## src/tlu_cfg.svh

```systemverilog
////////////////////////////////////////
// trigger unit configuration macros
// widths, lane count, fifo depth
// register map and reset values
////////////////////////////////////////
`ifndef TLU_CFG_SVH
`define TLU_CFG_SVH

`define TLU_LANES        8
`define TLU_ADDR_W       16
`define TLU_DATA_W       8
`define TLU_WORD_W       32
`define TLU_FIFO_DEPTH   8
`define TLU_SYNC_STAGES  3
`define TLU_VERSION      8'd2

// address 12 reads lost count and writes trigger select
`define TLU_ADDR_RST_VER   16'd0   // write resets, read gives version
`define TLU_ADDR_CONF      16'd1   // bit 7 selects timestamp words
`define TLU_ADDR_CNT0      16'd8
`define TLU_ADDR_CNT1      16'd9
`define TLU_ADDR_CNT2      16'd10
`define TLU_ADDR_CNT3      16'd11  // write here loads the counter
`define TLU_ADDR_LOST      16'd12
`define TLU_ADDR_TRIG_SEL  16'd12
`define TLU_ADDR_VETO_SEL  16'd13
`define TLU_ADDR_TRIG_INV  16'd14

`define TLU_TRIG_SEL_RST   8'h00
`define TLU_VETO_SEL_RST   8'hff   // every lane may veto
`define TLU_TRIG_INV_RST   8'h00

`endif

```

## src/tlu_reg_pkg.sv

```systemverilog
////////////////////////////////////////
// register side types
// bus request and configuration struct
////////////////////////////////////////
`include "tlu_cfg.svh"

package tlu_reg_pkg;

    // one bus cycle as the register file sees it
    typedef struct packed {
        logic [`TLU_ADDR_W-1:0] addr;
        logic [`TLU_DATA_W-1:0] data;  // write data
        logic                   rd;
        logic                   wr;
    } bus_req_t;

    // everything the trigger path reads from the registers
    typedef struct packed {
        logic [`TLU_LANES-1:0] trig_select;
        logic [`TLU_LANES-1:0] veto_select;
        logic [`TLU_LANES-1:0] trig_invert;
        logic                  write_ts;  // timestamp in word instead of count
    } tlu_conf_t;

endpackage

```

## src/tlu_data_pkg.sv

```systemverilog
////////////////////////////////////////
// trigger path types
// lane output, trigger word
// and fifo status
////////////////////////////////////////
`include "tlu_cfg.svh"

package tlu_data_pkg;

    // one lane after masking
    typedef struct packed {
        logic trig;
        logic veto;
    } lane_out_t;

    // word pushed for every accepted trigger
    typedef struct packed {
        logic                   marker;  // always set
        logic [`TLU_WORD_W-2:0] data;    // count or timestamp
    } trig_word_t;

    typedef struct packed {
        logic       empty;
        logic       full;
        logic [7:0] lost;   // words dropped on a full fifo
    } fifo_stat_t;

endpackage

```

## src/tlu_regs.sv

```systemverilog
////////////////////////////////////////
// register file of the trigger unit
// soft reset, config registers,
// counter load and latched readback
////////////////////////////////////////
`include "tlu_cfg.svh"

module tlu_regs
    import tlu_reg_pkg::*, tlu_data_pkg::*;
(
    input  logic                   BUS_CLK,
    input  logic                   RST,
    input  bus_req_t               bus,
    input  logic [`TLU_WORD_W-1:0] counter,
    input  fifo_stat_t             fifo_stat,
    output tlu_conf_t              conf,
    output logic                   soft_rst,
    output logic                   cnt_load,
    output logic [`TLU_WORD_W-1:0] cnt_load_value,
    output logic [`TLU_DATA_W-1:0] BUS_DATA_OUT
);

    logic                   rst_i;
    logic                   write_ts;
    logic [`TLU_LANES-1:0]  trig_sel;
    logic [`TLU_LANES-1:0]  veto_sel;
    logic [`TLU_LANES-1:0]  trig_inv;
    logic [`TLU_DATA_W-1:0] cnt_b0;
    logic [`TLU_DATA_W-1:0] cnt_b1;
    logic [`TLU_DATA_W-1:0] cnt_b2;
    logic [`TLU_WORD_W-1:8] cnt_buf;    // upper bytes frozen by a read of byte 0

    // write to address 0 gives a single cycle pulse
    always_ff @(posedge BUS_CLK)
    begin
        if (RST)
            soft_rst <= 1'b0;
        else
            soft_rst <= bus.wr && (bus.addr == `TLU_ADDR_RST_VER);
    end

    assign rst_i = RST | soft_rst;

    always_ff @(posedge BUS_CLK)
    begin
        if (rst_i)
        begin
            write_ts <= 1'b0;
            trig_sel <= `TLU_TRIG_SEL_RST;
            veto_sel <= `TLU_VETO_SEL_RST;
            trig_inv <= `TLU_TRIG_INV_RST;
            cnt_b0   <= '0;
            cnt_b1   <= '0;
            cnt_b2   <= '0;
        end
        else if (bus.wr)
        begin
            case (bus.addr)
                `TLU_ADDR_CONF:     write_ts <= bus.data[7];
                `TLU_ADDR_CNT0:     cnt_b0   <= bus.data;
                `TLU_ADDR_CNT1:     cnt_b1   <= bus.data;
                `TLU_ADDR_CNT2:     cnt_b2   <= bus.data;
                `TLU_ADDR_TRIG_SEL: trig_sel <= bus.data;
                `TLU_ADDR_VETO_SEL: veto_sel <= bus.data;
                `TLU_ADDR_TRIG_INV: trig_inv <= bus.data;
                default: ;
            endcase
        end
    end

    assign conf.trig_select = trig_sel;
    assign conf.veto_select = veto_sel;
    assign conf.trig_invert = trig_inv;
    assign conf.write_ts    = write_ts;

    // top byte comes straight from the bus
    assign cnt_load       = bus.wr && (bus.addr == `TLU_ADDR_CNT3);
    assign cnt_load_value = {bus.data, cnt_b2, cnt_b1, cnt_b0};

    always_ff @(posedge BUS_CLK)
    begin
        if (bus.rd && (bus.addr == `TLU_ADDR_CNT0))
            cnt_buf <= counter[`TLU_WORD_W-1:8];
    end

    always_ff @(posedge BUS_CLK)
    begin
        case (bus.addr)
            `TLU_ADDR_RST_VER:  BUS_DATA_OUT <= `TLU_VERSION;
            `TLU_ADDR_CONF:     BUS_DATA_OUT <= {write_ts, 7'b0};
            `TLU_ADDR_CNT0:     BUS_DATA_OUT <= counter[7:0];   // live value
            `TLU_ADDR_CNT1:     BUS_DATA_OUT <= cnt_buf[15:8];
            `TLU_ADDR_CNT2:     BUS_DATA_OUT <= cnt_buf[23:16];
            `TLU_ADDR_CNT3:     BUS_DATA_OUT <= cnt_buf[31:24];
            `TLU_ADDR_LOST:     BUS_DATA_OUT <= fifo_stat.lost;
            `TLU_ADDR_VETO_SEL: BUS_DATA_OUT <= veto_sel;
            `TLU_ADDR_TRIG_INV: BUS_DATA_OUT <= trig_inv;
            default:            BUS_DATA_OUT <= '0;
        endcase
    end

    // bus master issues one access per cycle
    a_no_rd_wr_overlap: assert property (
        @(posedge BUS_CLK) disable iff (RST)
            !(bus.wr && bus.rd)
    );

endmodule

```

## src/trigger_lane.sv

```systemverilog
////////////////////////////////////////
// one trigger input lane
// pin synchronizer, invert, masks
////////////////////////////////////////
`include "tlu_cfg.svh"

module trigger_lane
    import tlu_reg_pkg::*, tlu_data_pkg::*;
#(
    parameter int LANE = 0
)
(
    input  logic      BUS_CLK,
    input  logic      RST,
    input  tlu_conf_t conf,
    input  logic      trig_pin,
    input  logic      veto_pin,
    output lane_out_t lane
);

    logic [`TLU_SYNC_STAGES-1:0] trig_sync;
    logic [`TLU_SYNC_STAGES-1:0] veto_sync;
    logic                        trig_s;
    logic                        veto_s;

    // shift in at bit 0, use the top stage
    always_ff @(posedge BUS_CLK)
    begin
        trig_sync <= {trig_sync[`TLU_SYNC_STAGES-2:0], trig_pin};
        veto_sync <= {veto_sync[`TLU_SYNC_STAGES-2:0], veto_pin};
    end

    assign trig_s = trig_sync[`TLU_SYNC_STAGES-1] ^ conf.trig_invert[LANE];
    assign veto_s = veto_sync[`TLU_SYNC_STAGES-1];

    always_ff @(posedge BUS_CLK)
    begin
        if (RST)
            lane <= '0;
        else
        begin
            lane.trig <= trig_s & conf.trig_select[LANE];
            lane.veto <= veto_s & conf.veto_select[LANE];  // no invert on veto
        end
    end

endmodule

```

## src/trigger_accept.sv

```systemverilog
////////////////////////////////////////
// trigger acceptance
// lane combiner and edge detect,
// accept/acknowledge handshake,
// trigger counter, timestamp, word
////////////////////////////////////////
`include "tlu_cfg.svh"

module trigger_accept
    import tlu_data_pkg::*;
(
    input  logic                   BUS_CLK,
    input  logic                   RST,
    input  lane_out_t              lanes [`TLU_LANES],
    input  logic                   write_ts,
    input  logic                   TRIGGER_ENABLE,
    input  logic                   TRIGGER_ACKNOWLEDGE,
    input  logic                   cnt_load,
    input  logic [`TLU_WORD_W-1:0] cnt_load_value,
    output logic                   TRIGGER_ACCEPTED_FLAG,
    output logic                   TLU_BUSY,
    output logic [`TLU_WORD_W-1:0] counter,
    output logic                   push,
    output trig_word_t             word,
    output logic [`TLU_WORD_W-1:0] TIMESTAMP
);

    logic trig_any;
    logic veto_any;
    logic trig_prev;
    logic idle;
    logic accept;

    always_comb
    begin
        trig_any = 1'b0;
        veto_any = 1'b0;
        for (int i = 0; i < `TLU_LANES; i++)
        begin
            trig_any |= lanes[i].trig;
            veto_any |= lanes[i].veto;
        end
    end

    always_ff @(posedge BUS_CLK)
    begin
        if (RST)
            trig_prev <= 1'b0;
        else
            trig_prev <= trig_any;
    end

    // handshake idle only when both sides are low
    assign idle     = !TRIGGER_ACCEPTED_FLAG && !TRIGGER_ACKNOWLEDGE;
    assign accept   = trig_any && !trig_prev && TRIGGER_ENABLE && !veto_any && idle;
    assign TLU_BUSY = !idle;

    always_ff @(posedge BUS_CLK)
    begin
        if (RST)
            TRIGGER_ACCEPTED_FLAG <= 1'b0;
        else if (accept)
            TRIGGER_ACCEPTED_FLAG <= 1'b1;
        else if (TRIGGER_ACCEPTED_FLAG && TRIGGER_ACKNOWLEDGE)
            TRIGGER_ACCEPTED_FLAG <= 1'b0;
    end

    always_ff @(posedge BUS_CLK)
    begin
        if (RST)
            counter <= '0;
        else if (cnt_load)
            counter <= cnt_load_value;   // software load wins
        else if (accept && (counter != '1))
            counter <= counter + 1'b1;
    end

    always_ff @(posedge BUS_CLK)
    begin
        if (RST)
            TIMESTAMP <= '0;
        else
            TIMESTAMP <= TIMESTAMP + 1'b1;
    end

    always_ff @(posedge BUS_CLK)
    begin
        if (RST)
            push <= 1'b0;
        else
            push <= accept;   // high while the flag is first high
    end

    // count taken before the increment above
    always_ff @(posedge BUS_CLK)
    begin
        if (accept)
        begin
            word.marker <= 1'b1;
            word.data   <= write_ts ? TIMESTAMP[`TLU_WORD_W-2:0] : counter[`TLU_WORD_W-2:0];
        end
    end

    // acknowledge only answers a raised flag
    a_ack_after_flag: assert property (
        @(posedge BUS_CLK) disable iff (RST)
            $rose(TRIGGER_ACKNOWLEDGE) |-> TRIGGER_ACCEPTED_FLAG
    );

endmodule

```

## src/trigger_fifo.sv

```systemverilog
////////////////////////////////////////
// output fifo for trigger words
// with saturating lost data counter
////////////////////////////////////////
`include "tlu_cfg.svh"

module trigger_fifo
    import tlu_data_pkg::*;
(
    input  logic       BUS_CLK,
    input  logic       RST,
    input  logic       push,
    input  trig_word_t word,
    input  logic       FIFO_READ,
    output trig_word_t FIFO_DATA,
    output logic       FIFO_EMPTY,
    output fifo_stat_t stat
);

    localparam int AW = $clog2(`TLU_FIFO_DEPTH);
    localparam logic [AW:0] DEPTH = `TLU_FIFO_DEPTH;

    trig_word_t    mem [`TLU_FIFO_DEPTH];
    logic [AW-1:0] wr_ptr;
    logic [AW-1:0] rd_ptr;
    logic [AW:0]   count;
    logic [7:0]    lost_cnt;
    logic          full;
    logic          do_push;
    logic          do_pop;

    assign full       = (count == DEPTH);
    assign FIFO_EMPTY = (count == '0);
    assign do_push    = push && !full;
    assign do_pop     = FIFO_READ && !FIFO_EMPTY;   // reads on empty ignored

    always_ff @(posedge BUS_CLK)
    begin
        if (do_push)
            mem[wr_ptr] <= word;
    end

    assign FIFO_DATA = mem[rd_ptr];   // head shown without a read

    always_ff @(posedge BUS_CLK)
    begin
        if (RST)
        begin
            wr_ptr   <= '0;
            rd_ptr   <= '0;
            count    <= '0;
            lost_cnt <= '0;
        end
        else
        begin
            if (do_push)
                wr_ptr <= wr_ptr + 1'b1;
            if (do_pop)
                rd_ptr <= rd_ptr + 1'b1;
            case ({do_push, do_pop})
                2'b10:   count <= count + 1'b1;
                2'b01:   count <= count - 1'b1;
                default: ;
            endcase
            // full fifo drops the word
            if (push && full && (lost_cnt != 8'hff))
                lost_cnt <= lost_cnt + 1'b1;
        end
    end

    assign stat.empty = FIFO_EMPTY;
    assign stat.full  = full;
    assign stat.lost  = lost_cnt;

    // reader pops only a fifo that holds a word
    a_no_pop_empty: assert property (
        @(posedge BUS_CLK) disable iff (RST)
            FIFO_READ |-> !FIFO_EMPTY
    );

endmodule

```

## src/tlu_core.sv

```systemverilog
////////////////////////////////////////
// trigger unit top level
// register file, eight input lanes,
// acceptance logic and output fifo
////////////////////////////////////////
`include "tlu_cfg.svh"

module tlu_core
    import tlu_reg_pkg::*, tlu_data_pkg::*;
(
    input  logic                   BUS_CLK,
    input  logic                   RST,
    input  logic [`TLU_ADDR_W-1:0] BUS_ADD,
    input  logic [`TLU_DATA_W-1:0] BUS_DATA_IN,
    input  logic                   BUS_RD,
    input  logic                   BUS_WR,
    output logic [`TLU_DATA_W-1:0] BUS_DATA_OUT,
    input  logic                   FIFO_READ,
    output logic                   FIFO_EMPTY,
    output logic [`TLU_WORD_W-1:0] FIFO_DATA,
    input  logic [`TLU_LANES-1:0]  TRIGGER,
    input  logic [`TLU_LANES-1:0]  TRIGGER_VETO,
    input  logic                   TRIGGER_ENABLE,
    input  logic                   TRIGGER_ACKNOWLEDGE,
    output logic                   TRIGGER_ACCEPTED_FLAG,
    output logic                   TLU_BUSY,
    output logic [`TLU_WORD_W-1:0] TIMESTAMP
);

    bus_req_t               bus;
    tlu_conf_t              conf;
    logic                   soft_rst;
    logic                   int_rst;    // pin reset or register reset
    logic                   cnt_load;
    logic [`TLU_WORD_W-1:0] cnt_load_value;
    logic [`TLU_WORD_W-1:0] counter;
    lane_out_t              lanes [`TLU_LANES];
    logic                   push;
    trig_word_t             word;
    fifo_stat_t             fifo_stat;

    assign bus     = '{addr: BUS_ADD, data: BUS_DATA_IN, rd: BUS_RD, wr: BUS_WR};
    assign int_rst = RST | soft_rst;

    tlu_regs regs0 (
        .BUS_CLK(BUS_CLK), .RST(RST), .bus(bus), .counter(counter),
        .fifo_stat(fifo_stat), .conf(conf), .soft_rst(soft_rst),
        .cnt_load(cnt_load), .cnt_load_value(cnt_load_value),
        .BUS_DATA_OUT(BUS_DATA_OUT)
    );

    for (genvar i = 0; i < `TLU_LANES; i++)
    begin : g_lane
        trigger_lane #(.LANE(i)) lane0 (
            .BUS_CLK(BUS_CLK), .RST(int_rst), .conf(conf),
            .trig_pin(TRIGGER[i]), .veto_pin(TRIGGER_VETO[i]), .lane(lanes[i])
        );
    end

    trigger_accept accept0 (
        .BUS_CLK(BUS_CLK), .RST(int_rst), .lanes(lanes), .write_ts(conf.write_ts),
        .TRIGGER_ENABLE(TRIGGER_ENABLE), .TRIGGER_ACKNOWLEDGE(TRIGGER_ACKNOWLEDGE),
        .cnt_load(cnt_load), .cnt_load_value(cnt_load_value),
        .TRIGGER_ACCEPTED_FLAG(TRIGGER_ACCEPTED_FLAG), .TLU_BUSY(TLU_BUSY),
        .counter(counter), .push(push), .word(word), .TIMESTAMP(TIMESTAMP)
    );

    trigger_fifo fifo0 (
        .BUS_CLK(BUS_CLK), .RST(int_rst), .push(push), .word(word),
        .FIFO_READ(FIFO_READ), .FIFO_DATA(FIFO_DATA), .FIFO_EMPTY(FIFO_EMPTY),
        .stat(fifo_stat)
    );

endmodule

```

## config.mk

```make
export PLATFORM = sky130hd
export DESIGN_NAME = tlu_core
export DESIGN_NICKNAME = d
export VERILOG_FILES = /design/src/tlu_reg_pkg.sv /design/src/tlu_data_pkg.sv /design/src/tlu_regs.sv /design/src/trigger_lane.sv /design/src/trigger_accept.sv /design/src/trigger_fifo.sv /design/src/tlu_core.sv
export VERILOG_INCLUDE_DIRS = /design/src
export SDC_FILE = /design/constraint.sdc
export NUM_CORES = 1
export LEC_CHECK = 0
export BUFFER_PORTS_ARGS = -buffer_cell sky130_fd_sc_hd__clkbuf_2
export CORE_MARGIN = 1
export CORE_UTILIZATION = 55
export CTS_CLUSTER_SIZE = 25
export DETAILED_ROUTE_END_ITERATION = 7
export GPL_TIMING_DRIVEN = 0
export PLACE_DENSITY = 0.8
export SLEW_MARGIN = 20
export SYNTH_ARGS = -nofsm -noshare
export SYNTH_HDL_FRONTEND = slang
export SYNTH_HIERARCHICAL = 1
export SYNTH_SLANG_ARGS = --single-unit
```

## constraint.sdc

```tcl
create_clock -name BUS_CLK -period 4.5 [get_ports BUS_CLK]
set_clock_uncertainty 0.05 [all_clocks]
set_input_delay 0.675 -clock BUS_CLK [delete_from_list [all_inputs] [get_ports BUS_CLK]]
set_output_delay 0.675 -clock BUS_CLK [all_outputs]
set_load 0.05 [all_outputs]
```

==> results.toml <==
[status]
status = "finished with violations"
violations = "design-rule violations"

[clock_tree]
postCtsSetupBuffers = 0
cts_tree = "yes"
clkTransAtPathRegs_ns = 0.06
postCtsHoldBufs = 0
htreeDepth = 2
clockBufferDepth = 3
root_buffer = "clkbuf_16"
clock_latency_ns = 0.59
cts.sink_count = 521
numCtsBuffers = 49
ctsResizeCount = 0

[route]
ant_nets = 0
viasPerCell = 6.207
drt_iter0_drc = 1546
avgRoutedWirePerCell_um = 24.22
drtPass1Iterations = 8
finalWirelength_um = 52140
vias = 13360
drc_errors = 3

[synth]
yosysWarnings = 6
netlist_area_um2 = 20610
syn_inst = 1447
syn_area_per_cell_um2 = 14.24
synth_nets = 1502

[job]
drv_cap = 0

[floorplanning]
start_util = 0.5616
die_x_um = 195.6
num_rows = 70
die_area_um2 = 38250
die_h_um = 195.6
coreArea_um2 = 36700
ios = 122

[power_and_ir_drop]
power.switching_mw = 1.903
pwr-share-comb = 0.015
ir_worst_vdd_mv = 0.5211
p_per_area_nw_per_um2 = 399.8
p_clk_frac = 0.456
p_int_mw = 7.613
leakage_nw = 8.796
swShare = 0.2000
p_seq_frac = 0.529

[sta]
max_slew_margin = 0.3321
worstMarginPinSlew_ns = 1.002
final_max_slew_viol_count = 0
rsz0062_at_grt = "no"
hold_viol = 0
setup_viol = 0
period_minus_slack_ns = 3.774
whs_ns = 0.1328
fmax_mhz = 265.0
period_share = 0.8386

[global_routing]
antenna_found_initial = 0
grt_pass1_wl_um = 77550
grt_pass1_vias = 13030
grt_overflow = 0
grt_usage = 0.2725
grt_max_degree = 39

[critical_path]
cp_max_fo = 10
cpMostUsedCell = "clkbuf_1"
crit_family = "buffers and inverters"
endpoint = "FIFO_DATA[15]"
crit_cells = 5
worstSetupStartpointType = "flip-flop"
worstPathArrival_ns = 3.05
path_cells = "clkbuf_1, clkbuf_1, mux4_2, mux2_2, clkbuf_2"
cp-end-kind = "output port"
max_stage_delay_ns = 0.64
r2r_start = "accept0/TRIGGER_ACCEPTED_FLAG"
reg2reg_slack_ns = 1.13
crit_type = "reg2out"
r2r_end = "accept0/counter[9]"
reg2reg_depth = 7
slowest_stage = "clkbuf_1"
crit_required_ns = 3.77
path_buf_inv = 3

[final_layout]
areaGrowthSynthToFinish_pct = 15.49
final_cells = 2153
num_antenna_cells = 0
layout-drive-gt1-share = 0.2611
fin_nets = 1700

[placement]
gp_congestion = 0.9172
io_buffers = 120
placed_cells = 2062
hpwl_um = 36220

[min_path]
hold_class = "in2reg"
-- cells in the final DEF, fill, tap and decap left out, types with 26 or more instances in the layout --
| cell | count |
|---|---|
| edfxtp_1 | 311 |
| dfxtp_1 | 210 |
| clkbuf_2 | 120 |
| nor2_1 | 91 |
| nand2_1 | 86 |
| nand3_1 | 71 |
| mux2_2 | 65 |
| mux4_2 | 64 |
| clkbuf_1 | 59 |
| clkbuf_16 | 51 |
| a21oi_1 | 39 |
| o21ai_0 | 30 |
| buf_4 | 30 |
| mux2i_1 | 30 |
| xnor2_1 | 28 |
| o21ai_1 | 26 |
-- how the worst min path moves through the flow --
stage          slack, ns                            to                    startpoint  cells after the start
2_1_floorplan       0.26  g_lane[0].lane0/trig_sync[1]  g_lane[0].lane0/trig_sync[0]                      0
3_3_place_gp        0.26  g_lane[6].lane0/trig_sync[2]  g_lane[6].lane0/trig_sync[1]                      0
3_5_place_dp        0.26  g_lane[1].lane0/trig_sync[2]  g_lane[1].lane0/trig_sync[1]                      0
4_1_cts             0.11  g_lane[5].lane0/trig_sync[0]                    TRIGGER[5]                      1
5_1_grt             0.12  g_lane[5].lane0/trig_sync[0]                    TRIGGER[5]                      1
6_report            0.13  g_lane[7].lane0/veto_sync[0]               TRIGGER_VETO[7]                      1
-- sequential cells by signal (all words and copies together) (netlist names), 16 cells and up, named ones only --
signal,flops
accept0/TIMESTAMP,32
accept0/counter,32
accept0/word,31
fifo0/mem,256
g_lane.lane0/lane,16
g_lane.lane0/trig_sync,24
g_lane.lane0/veto_sync,24
regs0/cnt_buf,24
-- layer usage --
metal / up-vias / track usage / part of all wire
met3: 133 / 0.04888 / 0.082
met4: 0 / 0.1234 / 0.040
li1: 5959 / - / -
met5: - / 0 / 0
met2: 701 / 0.4504 / 0.49
met1: 6570 / 0.3524 / 0.39
-- through the flow --
step	util	area [µm²]	total power [mW]	setup TNS, ns	setup slack, ns
after global placement	0.5939	21790	5.276	-263.66	-2.980
final	0.6486	23800	9.516	0	0.7264
after detailed placement	0.6020	22090	5.280	0	0.7444
after CTS	0.6485	23800	9.564	0	0.6622
after global routing	0.6486	23800	9.741	0	0.6692
after floorplan	-	20610	5.216	0	0.01606
-- area by class of cell --
class | instances | area [µm²]
multi-input cells | 813 | 6586
plain buffers | 91 | 441.7
repair buffers | 147 | 849.6
inverters | 22 | 87.58
fillers | 2525 | 12900
clock buffers | 65 | 1399
clock inverters | 26 | 307.8
flip-flops and latches | 521 | 13540
well taps | 468 | 585.6
-- power by group through the flow --
stage	clock network (mW)	logic [mW]	registers (mW)
after floorplan	0	0.0718	5.14
after global placement	0	0.136	5.14
after detailed placement	0	0.139	5.14
after CTS	4.39	0.140	5.04
after global routing	4.55	0.152	5.04
final	4.34	0.142	5.04
(Power assumes the default switching activity.)
